File: src/barrel_pkg.sv
`default_nettype none

package barrel_pkg;

    // spawner lane index is 3 bits wide.
    localparam int MAX_LANES = 7;

    // column on the horizontal track.
    typedef logic [7:0] pos_t;

    typedef logic [2:0] lane_idx_t;

    typedef enum logic [0:0] {
        ST_IDLE     = 1'b0,
        ST_COOLDOWN = 1'b1
    } spawn_state_t;

endpackage

`default_nettype wire

File: src/barrel_lane_if.sv
`timescale 1ns/100ps
`default_nettype none

interface barrel_lane_if
    import barrel_pkg::*;
();

    logic req;      // spawn request.
    logic ack;      // lane taken, held until the barrel ends.
    pos_t pos;
    logic rolling;
    logic kill;     // one-cycle hit pulse.

    modport spawner (
        output req,
        input  ack
    );

    modport lane (
        input  req,
        input  kill,
        output ack,
        output pos,
        output rolling
    );

    modport judge (
        input  pos,
        input  rolling,
        output kill
    );

endinterface

`default_nettype wire

File: src/barrel_ctl.sv
`timescale 1ns/100ps
`default_nettype none

module barrel_ctl
    import barrel_pkg::*;
#(
    parameter int BARRELS    = 5,
    parameter int DELAY_TIME = 20
) (
    input  logic           clk,
    input  logic           rst,
    input  logic           start_game,
    input  logic           animation,
    input  logic           key,
    barrel_lane_if.spawner lanes [BARRELS]
);

    spawn_state_t state, state_nxt;

    logic [BARRELS-1:0] req, req_nxt;
    logic [BARRELS-1:0] ack;
    logic [28:0]        delay_cnt, delay_cnt_nxt;
    lane_idx_t          free_idx;
    logic               free_found;
    logic               throw;
    logic               delay_done;

    genvar i;
    generate
        for (i = 0; i < BARRELS; i++) begin : g_lane
            assign ack[i]        = lanes[i].ack;
            assign lanes[i].req  = req[i];
        end
    endgenerate

    // lowest lane with neither req nor ack.
    always_comb begin : free_search_blk
        free_found = 1'b0;
        free_idx   = '0;
        for (int n = BARRELS - 1; n >= 0; n--) begin
            if (!req[n] && !ack[n]) begin
                free_found = 1'b1;
                free_idx   = lane_idx_t'(n);
            end
        end
    end

    assign throw      = (state == ST_IDLE) && key && start_game && !animation && free_found;
    assign delay_done = (delay_cnt == 29'(DELAY_TIME - 1));

    always_comb begin : state_comb_blk
        case (state)
            ST_IDLE: begin
                state_nxt = throw ? ST_COOLDOWN : ST_IDLE;
            end

            ST_COOLDOWN: begin
                state_nxt = delay_done ? ST_IDLE : ST_COOLDOWN;
            end

            default: begin
                state_nxt = ST_IDLE;
            end
        endcase
    end

    always_comb begin : delay_comb_blk
        if (state == ST_COOLDOWN && !delay_done) begin
            delay_cnt_nxt = delay_cnt + 29'd1;
        end else begin
            delay_cnt_nxt = '0;
        end
    end

    // req drops once the mover has answered.
    always_comb begin : req_comb_blk
        req_nxt = req & ~ack;
        if (throw) begin
            req_nxt[free_idx] = 1'b1;
        end
    end

    always_ff @(posedge clk) begin : ctl_seq_blk
        if (rst) begin
            state     <= ST_IDLE;
            req       <= '0;
            delay_cnt <= '0;
        end else begin
            state     <= state_nxt;
            req       <= req_nxt;
            delay_cnt <= delay_cnt_nxt;
        end
    end

endmodule

`default_nettype wire

File: src/barrel_mover.sv
`timescale 1ns/100ps
`default_nettype none

module barrel_mover
    import barrel_pkg::*;
#(
    parameter int STEP_CYCLES = 4,
    parameter int TRACK_LEN   = 16
) (
    input  logic        clk,
    input  logic        rst,
    barrel_lane_if.lane lane
);

    localparam int STEP_W = (STEP_CYCLES > 1) ? $clog2(STEP_CYCLES) : 1;

    logic              busy;
    logic [STEP_W-1:0] step_cnt;
    pos_t              pos;
    logic              step_end;
    logic              track_end;

    assign step_end  = (step_cnt == STEP_W'(STEP_CYCLES - 1));
    assign track_end = (pos == pos_t'(TRACK_LEN - 1));

    always_ff @(posedge clk) begin : roll_blk
        if (rst) begin
            busy     <= 1'b0;
            step_cnt <= '0;
            pos      <= '0;
        end else if (!busy) begin
            if (lane.req) begin
                busy     <= 1'b1;   // take the barrel.
                step_cnt <= '0;
                pos      <= '0;
            end
        end else if (lane.kill) begin
            busy     <= 1'b0;       // hit the player.
            step_cnt <= '0;
        end else if (step_end) begin
            step_cnt <= '0;
            if (track_end) begin
                busy <= 1'b0;       // rolled off the end.
            end else begin
                pos <= pos + pos_t'(1);
            end
        end else begin
            step_cnt <= step_cnt + STEP_W'(1);
        end
    end

    // ack spans the whole roll.
    assign lane.ack     = busy;
    assign lane.rolling = busy;
    assign lane.pos     = pos;

endmodule

`default_nettype wire

File: src/barrel_judge.sv
`timescale 1ns/100ps
`default_nettype none

module barrel_judge
    import barrel_pkg::*;
#(
    parameter int BARRELS = 5
) (
    input  logic         clk,
    input  logic         rst,
    input  logic         jump,
    input  pos_t         player_pos,
    barrel_lane_if.judge lanes [BARRELS],
    output logic         game_over,
    output logic [7:0]   score
);

    logic [BARRELS-1:0] rolling;
    logic [BARRELS-1:0] hit;
    logic [BARRELS-1:0] kill, kill_nxt;
    logic [BARRELS-1:0] passed, passed_nxt;
    logic [BARRELS-1:0] jumped;
    logic [7:0]         jump_cnt;

    genvar i;
    generate
        for (i = 0; i < BARRELS; i++) begin : g_lane
            assign rolling[i]     = lanes[i].rolling;
            assign hit[i]         = lanes[i].rolling && (lanes[i].pos == player_pos);
            assign lanes[i].kill  = kill[i];
        end
    endgenerate

    // a kill lasts one cycle, the lane is gone after it.
    assign kill_nxt   = hit & ~kill & {BARRELS{!jump}};
    assign jumped     = hit & ~passed & {BARRELS{jump}};
    assign passed_nxt = rolling & (passed | jumped);

    always_comb begin : jump_count_blk
        jump_cnt = '0;
        for (int n = 0; n < BARRELS; n++) begin
            jump_cnt = jump_cnt + {7'd0, jumped[n]};
        end
    end

    always_ff @(posedge clk) begin : judge_seq_blk
        if (rst) begin
            kill      <= '0;
            passed    <= '0;
            game_over <= 1'b0;
            score     <= '0;
        end else begin
            kill   <= kill_nxt;
            passed <= passed_nxt;
            score  <= score + jump_cnt;
            if (|kill_nxt) begin
                game_over <= 1'b1;  // sticky until reset.
            end
        end
    end

endmodule

`default_nettype wire

File: src/barrel_game_top.sv
`timescale 1ns/100ps
`default_nettype none

module barrel_game_top
    import barrel_pkg::*;
#(
    parameter int BARRELS     = 5,
    parameter int DELAY_TIME  = 20,
    parameter int STEP_CYCLES = 4,
    parameter int TRACK_LEN   = 16
) (
    input  logic               clk,
    input  logic               rst,
    input  logic               start_game,
    input  logic               animation,
    input  logic               key,
    input  logic               jump,
    input  pos_t               player_pos,
    output logic [BARRELS-1:0] lane_busy,
    output logic               game_over,
    output logic [7:0]         score
);

    logic start_allowed;

    barrel_lane_if lanes [BARRELS] ();

    generate
        if (BARRELS < 1 || BARRELS > MAX_LANES) begin : g_bad_barrels
            $error("BARRELS out of range");
        end
    endgenerate

    // no new throws once the player is hit.
    assign start_allowed = start_game && !game_over;

    barrel_ctl #(
        .BARRELS    (BARRELS),
        .DELAY_TIME (DELAY_TIME)
    ) u_barrel_ctl (
        .clk        (clk),
        .rst        (rst),
        .start_game (start_allowed),
        .animation  (animation),
        .key        (key),
        .lanes      (lanes)
    );

    genvar g;
    generate
        for (g = 0; g < BARRELS; g++) begin : g_mover
            barrel_mover #(
                .STEP_CYCLES (STEP_CYCLES),
                .TRACK_LEN   (TRACK_LEN)
            ) u_barrel_mover (
                .clk  (clk),
                .rst  (rst),
                .lane (lanes[g])
            );

            assign lane_busy[g] = lanes[g].rolling;
        end
    endgenerate

    barrel_judge #(
        .BARRELS (BARRELS)
    ) u_barrel_judge (
        .clk        (clk),
        .rst        (rst),
        .jump       (jump),
        .player_pos (player_pos),
        .lanes      (lanes),
        .game_over  (game_over),
        .score      (score)
    );

endmodule

`default_nettype wire

File: config.mk
export PLATFORM = sky130hd
export DESIGN_NAME = barrel_game_top
export DESIGN_NICKNAME = d
export VERILOG_FILES = /design/src/barrel_pkg.sv /design/src/barrel_lane_if.sv /design/src/barrel_ctl.sv /design/src/barrel_mover.sv /design/src/barrel_judge.sv /design/src/barrel_game_top.sv
export SDC_FILE = /design/constraint.sdc
export NUM_CORES = 1
export LEC_CHECK = 0
export BUFFER_PORTS_ARGS = -buffer_cell sky130_fd_sc_hd__buf_2
export CELL_PAD_IN_SITES_DETAIL_PLACEMENT = 1
export CELL_PAD_IN_SITES_GLOBAL_PLACEMENT = 1
export CORE_MARGIN = 3
export CORE_UTILIZATION = 47
export DETAILED_ROUTE_END_ITERATION = 10
export MAX_ROUTING_LAYER = met4
export PLACE_DENSITY = 0.78
export REMOVE_ABC_BUFFERS = 1
export SLEW_MARGIN = 25
export SYNTH_ARGS = -nofsm -noshare
export SYNTH_HDL_FRONTEND = slang
export SYNTH_SLANG_ARGS = --single-unit
File: constraint.sdc
create_clock -name clk -period 5.8 [get_ports clk]
set_input_delay 1.16 -clock clk [delete_from_list [all_inputs] [get_ports clk]]
set_output_delay 1.16 -clock clk [all_outputs]
set_load 0.005 [all_outputs]
**Word-level counts from Yosys, hierarchy flattened**

Cells that the tools add are included.
Widths: inputs -> output; s select.

- Memory bits (writable): 0
- Bits in latches: 0
- Input bits: 14
- Flip-flop bits (word level): 109
- Memories kept: 0
- Output and inout port bits: 14
- ROM bits: 0
- Word-level logic and storage cells: 213

- Multipliers: 0
- Bitwise operators: 13
- Reduce and logical (&&, ||, !) cells: 43
- Shifts and indexed selects: 0
- Multiplexer cells: 86
- Add/sub/neg operators: 16
- Div/mod/pow operators: 0
- Equal/unequal tests: 31
- Order comparisons: 2

Operators with widths:

| kind | number |
|---|---|
| $mux 8 | 25 |
| $add 8x1->8 const B | 5 |
| $eq 8x4->1 const B | 5 |
| $eq 8x8->1 | 5 |
| $mux 2 | 20 |
| $mux 1 | 33 |
| $and 5x5->5 | 6 |
| $ne 2x2->1 const B | 15 |
| $add 29x1->29 const B | 1 |
| $eq 29x5->1 const B | 1 |
| $add 8x1->8 | 3 |
| $reduce_and 4->1 | 5 |
| $logic_and 1x1->1 | 17 |
| $mux 3 | 5 |
| $not 5->5 | 3 |
| $logic_not 1->1 | 14 |
| $add 2x1->2 const B | 5 |
| $eq 2x2->1 const B | 5 |
| $or 5x5->5 | 2 |
| $reduce_bool 2->1 | 5 |
| $add 8x8->8 | 1 |
| $mux 5 | 1 |
| $reduce_or 5->1 | 1 |
| $lt 3x4->1 const B | 1 |
| 6 further kinds | 7 |

**Depth between registers and ports, before layout**

- Depth after elaboration: 13
- Mapped depth: 16
- Mapped depth without buffers: 15

**Hierarchy**

Synthesis repeated with hierarchy kept, for this count alone.

- Cells, all modules: 705
- Area, all modules: 6098.3 um2

Modules (own cells, without submodules):

| module | times used | seq. area each (um2) | cells each | area each (um2) |
|---|---|---|---|---|
| barrel_mover at g_mover[0].u_barrel_mover ... | 4 | 220.2 | 69 | 599.3 |
| barrel_ctl | 1 | 700.7 | 196 | 1672.9 |
| barrel_judge | 1 | 380.4 | 157 | 1367.6 |
| barrel_mover at g_mover[4].u_barrel_mover | 1 | 220.2 | 70 | 609.3 |
| barrel_game_top | 1 | 0.0 | 6 | 51.3 |

**Worst setup path before layout**

OpenSTA, ideal clock, no wires.

- Path type: in2reg
- Start point: input port player_pos[1]
- End point: register u_barrel_judge.score[6]
- Slack: 1.332 ns
- Stages on the path: 15
- Buffers on the path: 1
- Library setup time: 0.070 ns
- Data required time: 5.730 ns
- Arrival: 4.398 ns
- Path through: clkbuf_1 -> xnor2_1 -> nand4_1 -> nor4_1 -> nand3_1 -> nor2_1 -> ha_1 -> inv_1 -> fa_1 -> fa_1 -> fa_1 -> nor2b_1 -> o21ai_0 -> or3_1 -> a21oi_1

- Word-level cells in the longest chain between the ends: 9
- Elaborated cells on any way between the ends: 17
- Classes of those cells: add/sub (5); eq/ne (5); bitwise (2); reduce/logical (5)

Ends and longest elaborated chain:

| item | RTL line | RTL |
|---|---|---|
| start, declared | barrel_game_top.sv:18 | `input pos_t player_pos,` |
| $eq 8x8->1 | barrel_judge.sv:29 | `assign hit[i] = lanes[i].rolling && (lanes[i].pos == player_pos);` |
| $logic_and 1x1->1 | barrel_judge.sv:29 |  |
| $and 5x5->5 * (2 in a row) | barrel_judge.sv:36 | `assign jumped = hit & ~passed & {BARRELS{jump}};` |
| $add 1x1->2 | barrel_judge.sv:42 | `jump_cnt = jump_cnt + {7'd0, jumped[n]};` |
| $add 8x1->8 (2 in a row) | barrel_judge.sv:42 |  |
| $add 8x1->8 * | barrel_judge.sv:42 |  |
| $add 8x8->8 * | barrel_judge.sv:55 | `score <= score + jump_cnt;` |
| end signal, assigned | barrel_judge.sv:55 |  |
| end, declared | barrel_judge.sv:15 | `output logic [7:0] score` |

Every way passes the cells marked *; elsewhere a longest branch is shown, timed or not.
A chain may end at the register's enable or synchronous reset.

**Final worst setup path**

- Start point: input port player_pos[7]
- End point: register u_barrel_judge.score[6]

The elaborated chain is that of the path after synthesis.

==> out/metrics.yaml <==
critical_path:
  r2r_end: "u_barrel_judge.score[6]"
  path_class: "input pin to register"
  cp_max_fo: 5
  ff2ff_path_depth: 14
  ff2ff_setup_slack_ns: 1.85
  required_ns: 6.09
  r2r_start: "g_mover[1].u_barrel_mover.lane.pos[1]"
  cp-end-kind: "register"
  startpoint_type: "input pin"
  critPathArrivalTime_ns: 4.72
logic_synthesis:
  ys_warn_count: 0
  synth_fa_ha_area_share_pct: 4.37
  yosysSeqAreaShare_pct: 38.5
  muxShareOfSynthArea_pct: 0.552
  ys_types: 67
  synth_area_leader_cell: "dfxtp_1"
  netlist_area_sq_um: 5670
  synthTopCellsByArea: "dfxtp_1 (39%), xor2_1 (9.1%), nor2_1 (7.0%)"
  synth-xor-area-share_pct: 14.4
  syn_avg_cell_area_sq_um: 8.74
  synth-edff-count: 0
  synth_top_family_by_area: "simple AND/OR/NAND/NOR gates"
  yosys.area.top_type_share_pct: 38.5
  synth_compound_area_share_pct: 11.4
  postSynthCellCount: 648
  ys.flop_type: "dfxtp_1"
  async_flop_share_pct: 0
  ys_ff_latch: 109
  yosys.area_share.simple_pct: 27.2
floorplan:
  rows: 39
  dieArea_sq_um: 13400
  die_w_microns: 116
  io_pins: 28
  core_sq_um: 11600
  die_h_microns: 116
  start_util_pct: 48.8
route:
  wl_per_cell_microns: 17.9
  wl_mm: 14.4
  vias: 4627
  first_iter_violations: 296
  drt-vias-per-instance: 5.73
  antenna_left: 0
  first_pass_iters: 4
  drc: 0
finish:
  mostFrequentLayoutCells: "dfxtp_1 (109), nor2_1 (105), xor2_1 (59), nand2_1 (35), xnor2_1 (34)"
  synthToLayoutAreaGrowth_pct: 8.50
  layout.nets: 691
  layout-drive-gt1-share_pct: 10.2
  final_common_cell: "dfxtp_1"
  fillers: 1385
clock_network:
  post_cts_buffers: 0
  cts_buffers: 9
  path_clk_slew_ns: 0.07
  cts_hold_buf: 0
  cts-resized-gates: 0
  cts_buffer_depth: 2
  cts_sinks: 109
  clk_latency_ns: 0.35
  h-tree-depth: 3
  root_buffer: "clkbuf_16"
  cts_tree: "done"
power:
  p_total_w: 0.00143
  cellPowerDensity_nw_per_um2: 232
  peakVddDrop_mv: 0.106
  p_leak_nw: 2.30
sta:
  slew_headroom_pct: 57.0
  fin_crit_sh_pct: 76.5
  rsz0062_at_grt: "false"
  fin_skew_ns: 0.00732
  period_minus_slack_ns: 4.44
  setup_viol: 0
  hold_viol: 0
  finalSetupTns_ns: 0
  tightest_slew_ns: 0.645
  slew_violations: 0
  timing.fmax_mhz: 225
outcome:
  status: "complete, no violations"
hold_path:
  worstHoldPathType: "register to register"
  min_to: "u_barrel_ctl.delay_cnt[0]"
  min-delay-start: "u_barrel_ctl.delay_cnt[0]"
  hold_depth: 1
global_routing:
  track_usage_pct: 23.5
  grt_overflow: 0
  grt_pass1_vias: 4757
  grt_max_degree: 59
  antenna_found_initial: 1
  grt_pass1_wl_mm: 24.0
place:
  io_buffers: 27
  gp_congestion: 0.873
  hpwl_mm: 10.8
flow_run:
  max-cap-violations: 0
==> worst max-delay path, stage by stage <==
cell and delay (ns):
buf_2 0.16, xnor2_1 0.19, nand4_1 0.13, nor4_1 0.41
nand3_1 0.13, nor2_1 0.13, ha_1 0.24, inv_1 0.08
fa_1 0.41, fa_1 0.45, fa_1 0.40, nor2b_1 0.18
o21ai_0 0.18, or3_1 0.35, a21oi_1 0.13
==> how the worst max path moves through the flow <==
| stage | from | slack [ns] | end | depth (start not counted) |
|---|---|---|---|---|
| 3_3_place_gp | player_pos[1] | 1.19 | u_barrel_judge.score[6] | 15 |
| 3_5_place_dp | player_pos[7] | 1.01 | u_barrel_judge.score[6] | 15 |
| 6_report | player_pos[7] | 1.36 | u_barrel_judge.score[6] | 15 |
| 2_1_floorplan | player_pos[1] | 1.60 | u_barrel_judge.score[6] | 14 |
| 5_1_grt | player_pos[4] | 1.10 | u_barrel_judge.score[6] | 15 |
| 4_1_cts | player_pos[7] | 1.39 | u_barrel_judge.score[6] | 15 |
==> stage by stage <==
stage	std cells	cell area [sq um]	util (%)	worst slack, ns	hold slack [ns]
global placement	791	5850	50.4	1.19	0.430
finish	808	6150	52.9	1.36	0.445
detailed placement	791	5850	50.4	1.01	0.434
global route	808	6150	52.9	1.10	0.480
floorplan	618	5510	-	1.60	0.418
CTS	807	6140	52.9	1.39	0.450
==> logic make-up (layout without fill, tap and decap cells) <==
| family | Yosys count | in the layout |
|---|---|---|
| AND/OR/NAND/NOR | 292 | 292 |
| flip-flops | 109 | 109 |
| XOR/XNOR | 93 | 93 |
| AO/OA/AOI/OAI | 89 | 89 |
| buffers and inverters | 44 | 60 |
| adder cells (fa/ha/maj) | 18 | 18 |
| multiplexers | 3 | 3 |
| other | 0 | 1 |
==> state kept, by name, summed over array words and instances, names as in the netlist <==
| signal | cells |
|---|---|
| u_barrel_ctl.delay_cnt | 29 |
| g_mover.u_barrel_mover.lane.ack | 5 |
| u_barrel_ctl.req | 5 |
| u_barrel_judge.passed | 5 |
| u_barrel_judge.kill | 5 |
| g_mover.u_barrel_mover.lane.pos | 40 |
| u_barrel_judge.score | 8 |
| g_mover.u_barrel_mover.step_cnt | 10 |
| u_barrel_judge.game_over | 1 |
| u_barrel_ctl.state | 1 |
==> power breakdown <==
part           leakage, nW  internal, W  switching [W]
Clock                0.143     0.000346       0.000275
Sequential           0.878     0.000750     0.00000441
Combinational         1.28    0.0000182      0.0000351
==> cell usage after synthesis, drive strengths merged, types with 2 or more instances <==
cell type  count
and4           4
and2           5
a21boi         5
a2111oi        2
nor3b          7
xor2          59
nand3b         6
or3            6
buf           10
or4            3
nand4         12
o21ai         12
mux2i          2
a21o           2
nor3          20
and2b          2
xnor2         34
nor4b          2
nand4bb        2
o2111ai        6
nor4          14
o21ba          2
a21oi         34
fa             3
a211oi         3
inv           14
nand3         32
dfxtp        109
nand2b         8
ha            15
a311oi         2
a31oi          5
clkbuf        20
and3          14
o21a           2
o211ai         5
o211a          3
nor2b          8
nor2         106
nand4b         4
or2            2
nand2         35
==> routing by layer <==
metal	wire, microns	vias up	global-route usage, %	share of wire [%]
li1	-	2275	-	-
met1	6510	2265	29.1	45
met2	7160	64	38.4	50
met3	372	23	3.13	2.6
met4	400	0	10.5	2.8
met5	0	-	-	0
==> cell type report <==
type / count / area (sq um) / area share, %
Antenna cell: 1 / 2.50 / 0.0407
Multi-Input combinational cell: 495 / 3280 / 53.3
Clock buffer: 12 / 246 / 4.01
Inverter: 14 / 52.6 / 0.855
Tap cell: 143 / 179 / 2.91
Sequential cell: 109 / 2180 / 35.5
Clock inverter: 4 / 47.5 / 0.773
Timing Repair Buffer: 30 / 158 / 2.56
Power figures use the tool's default switching activity.
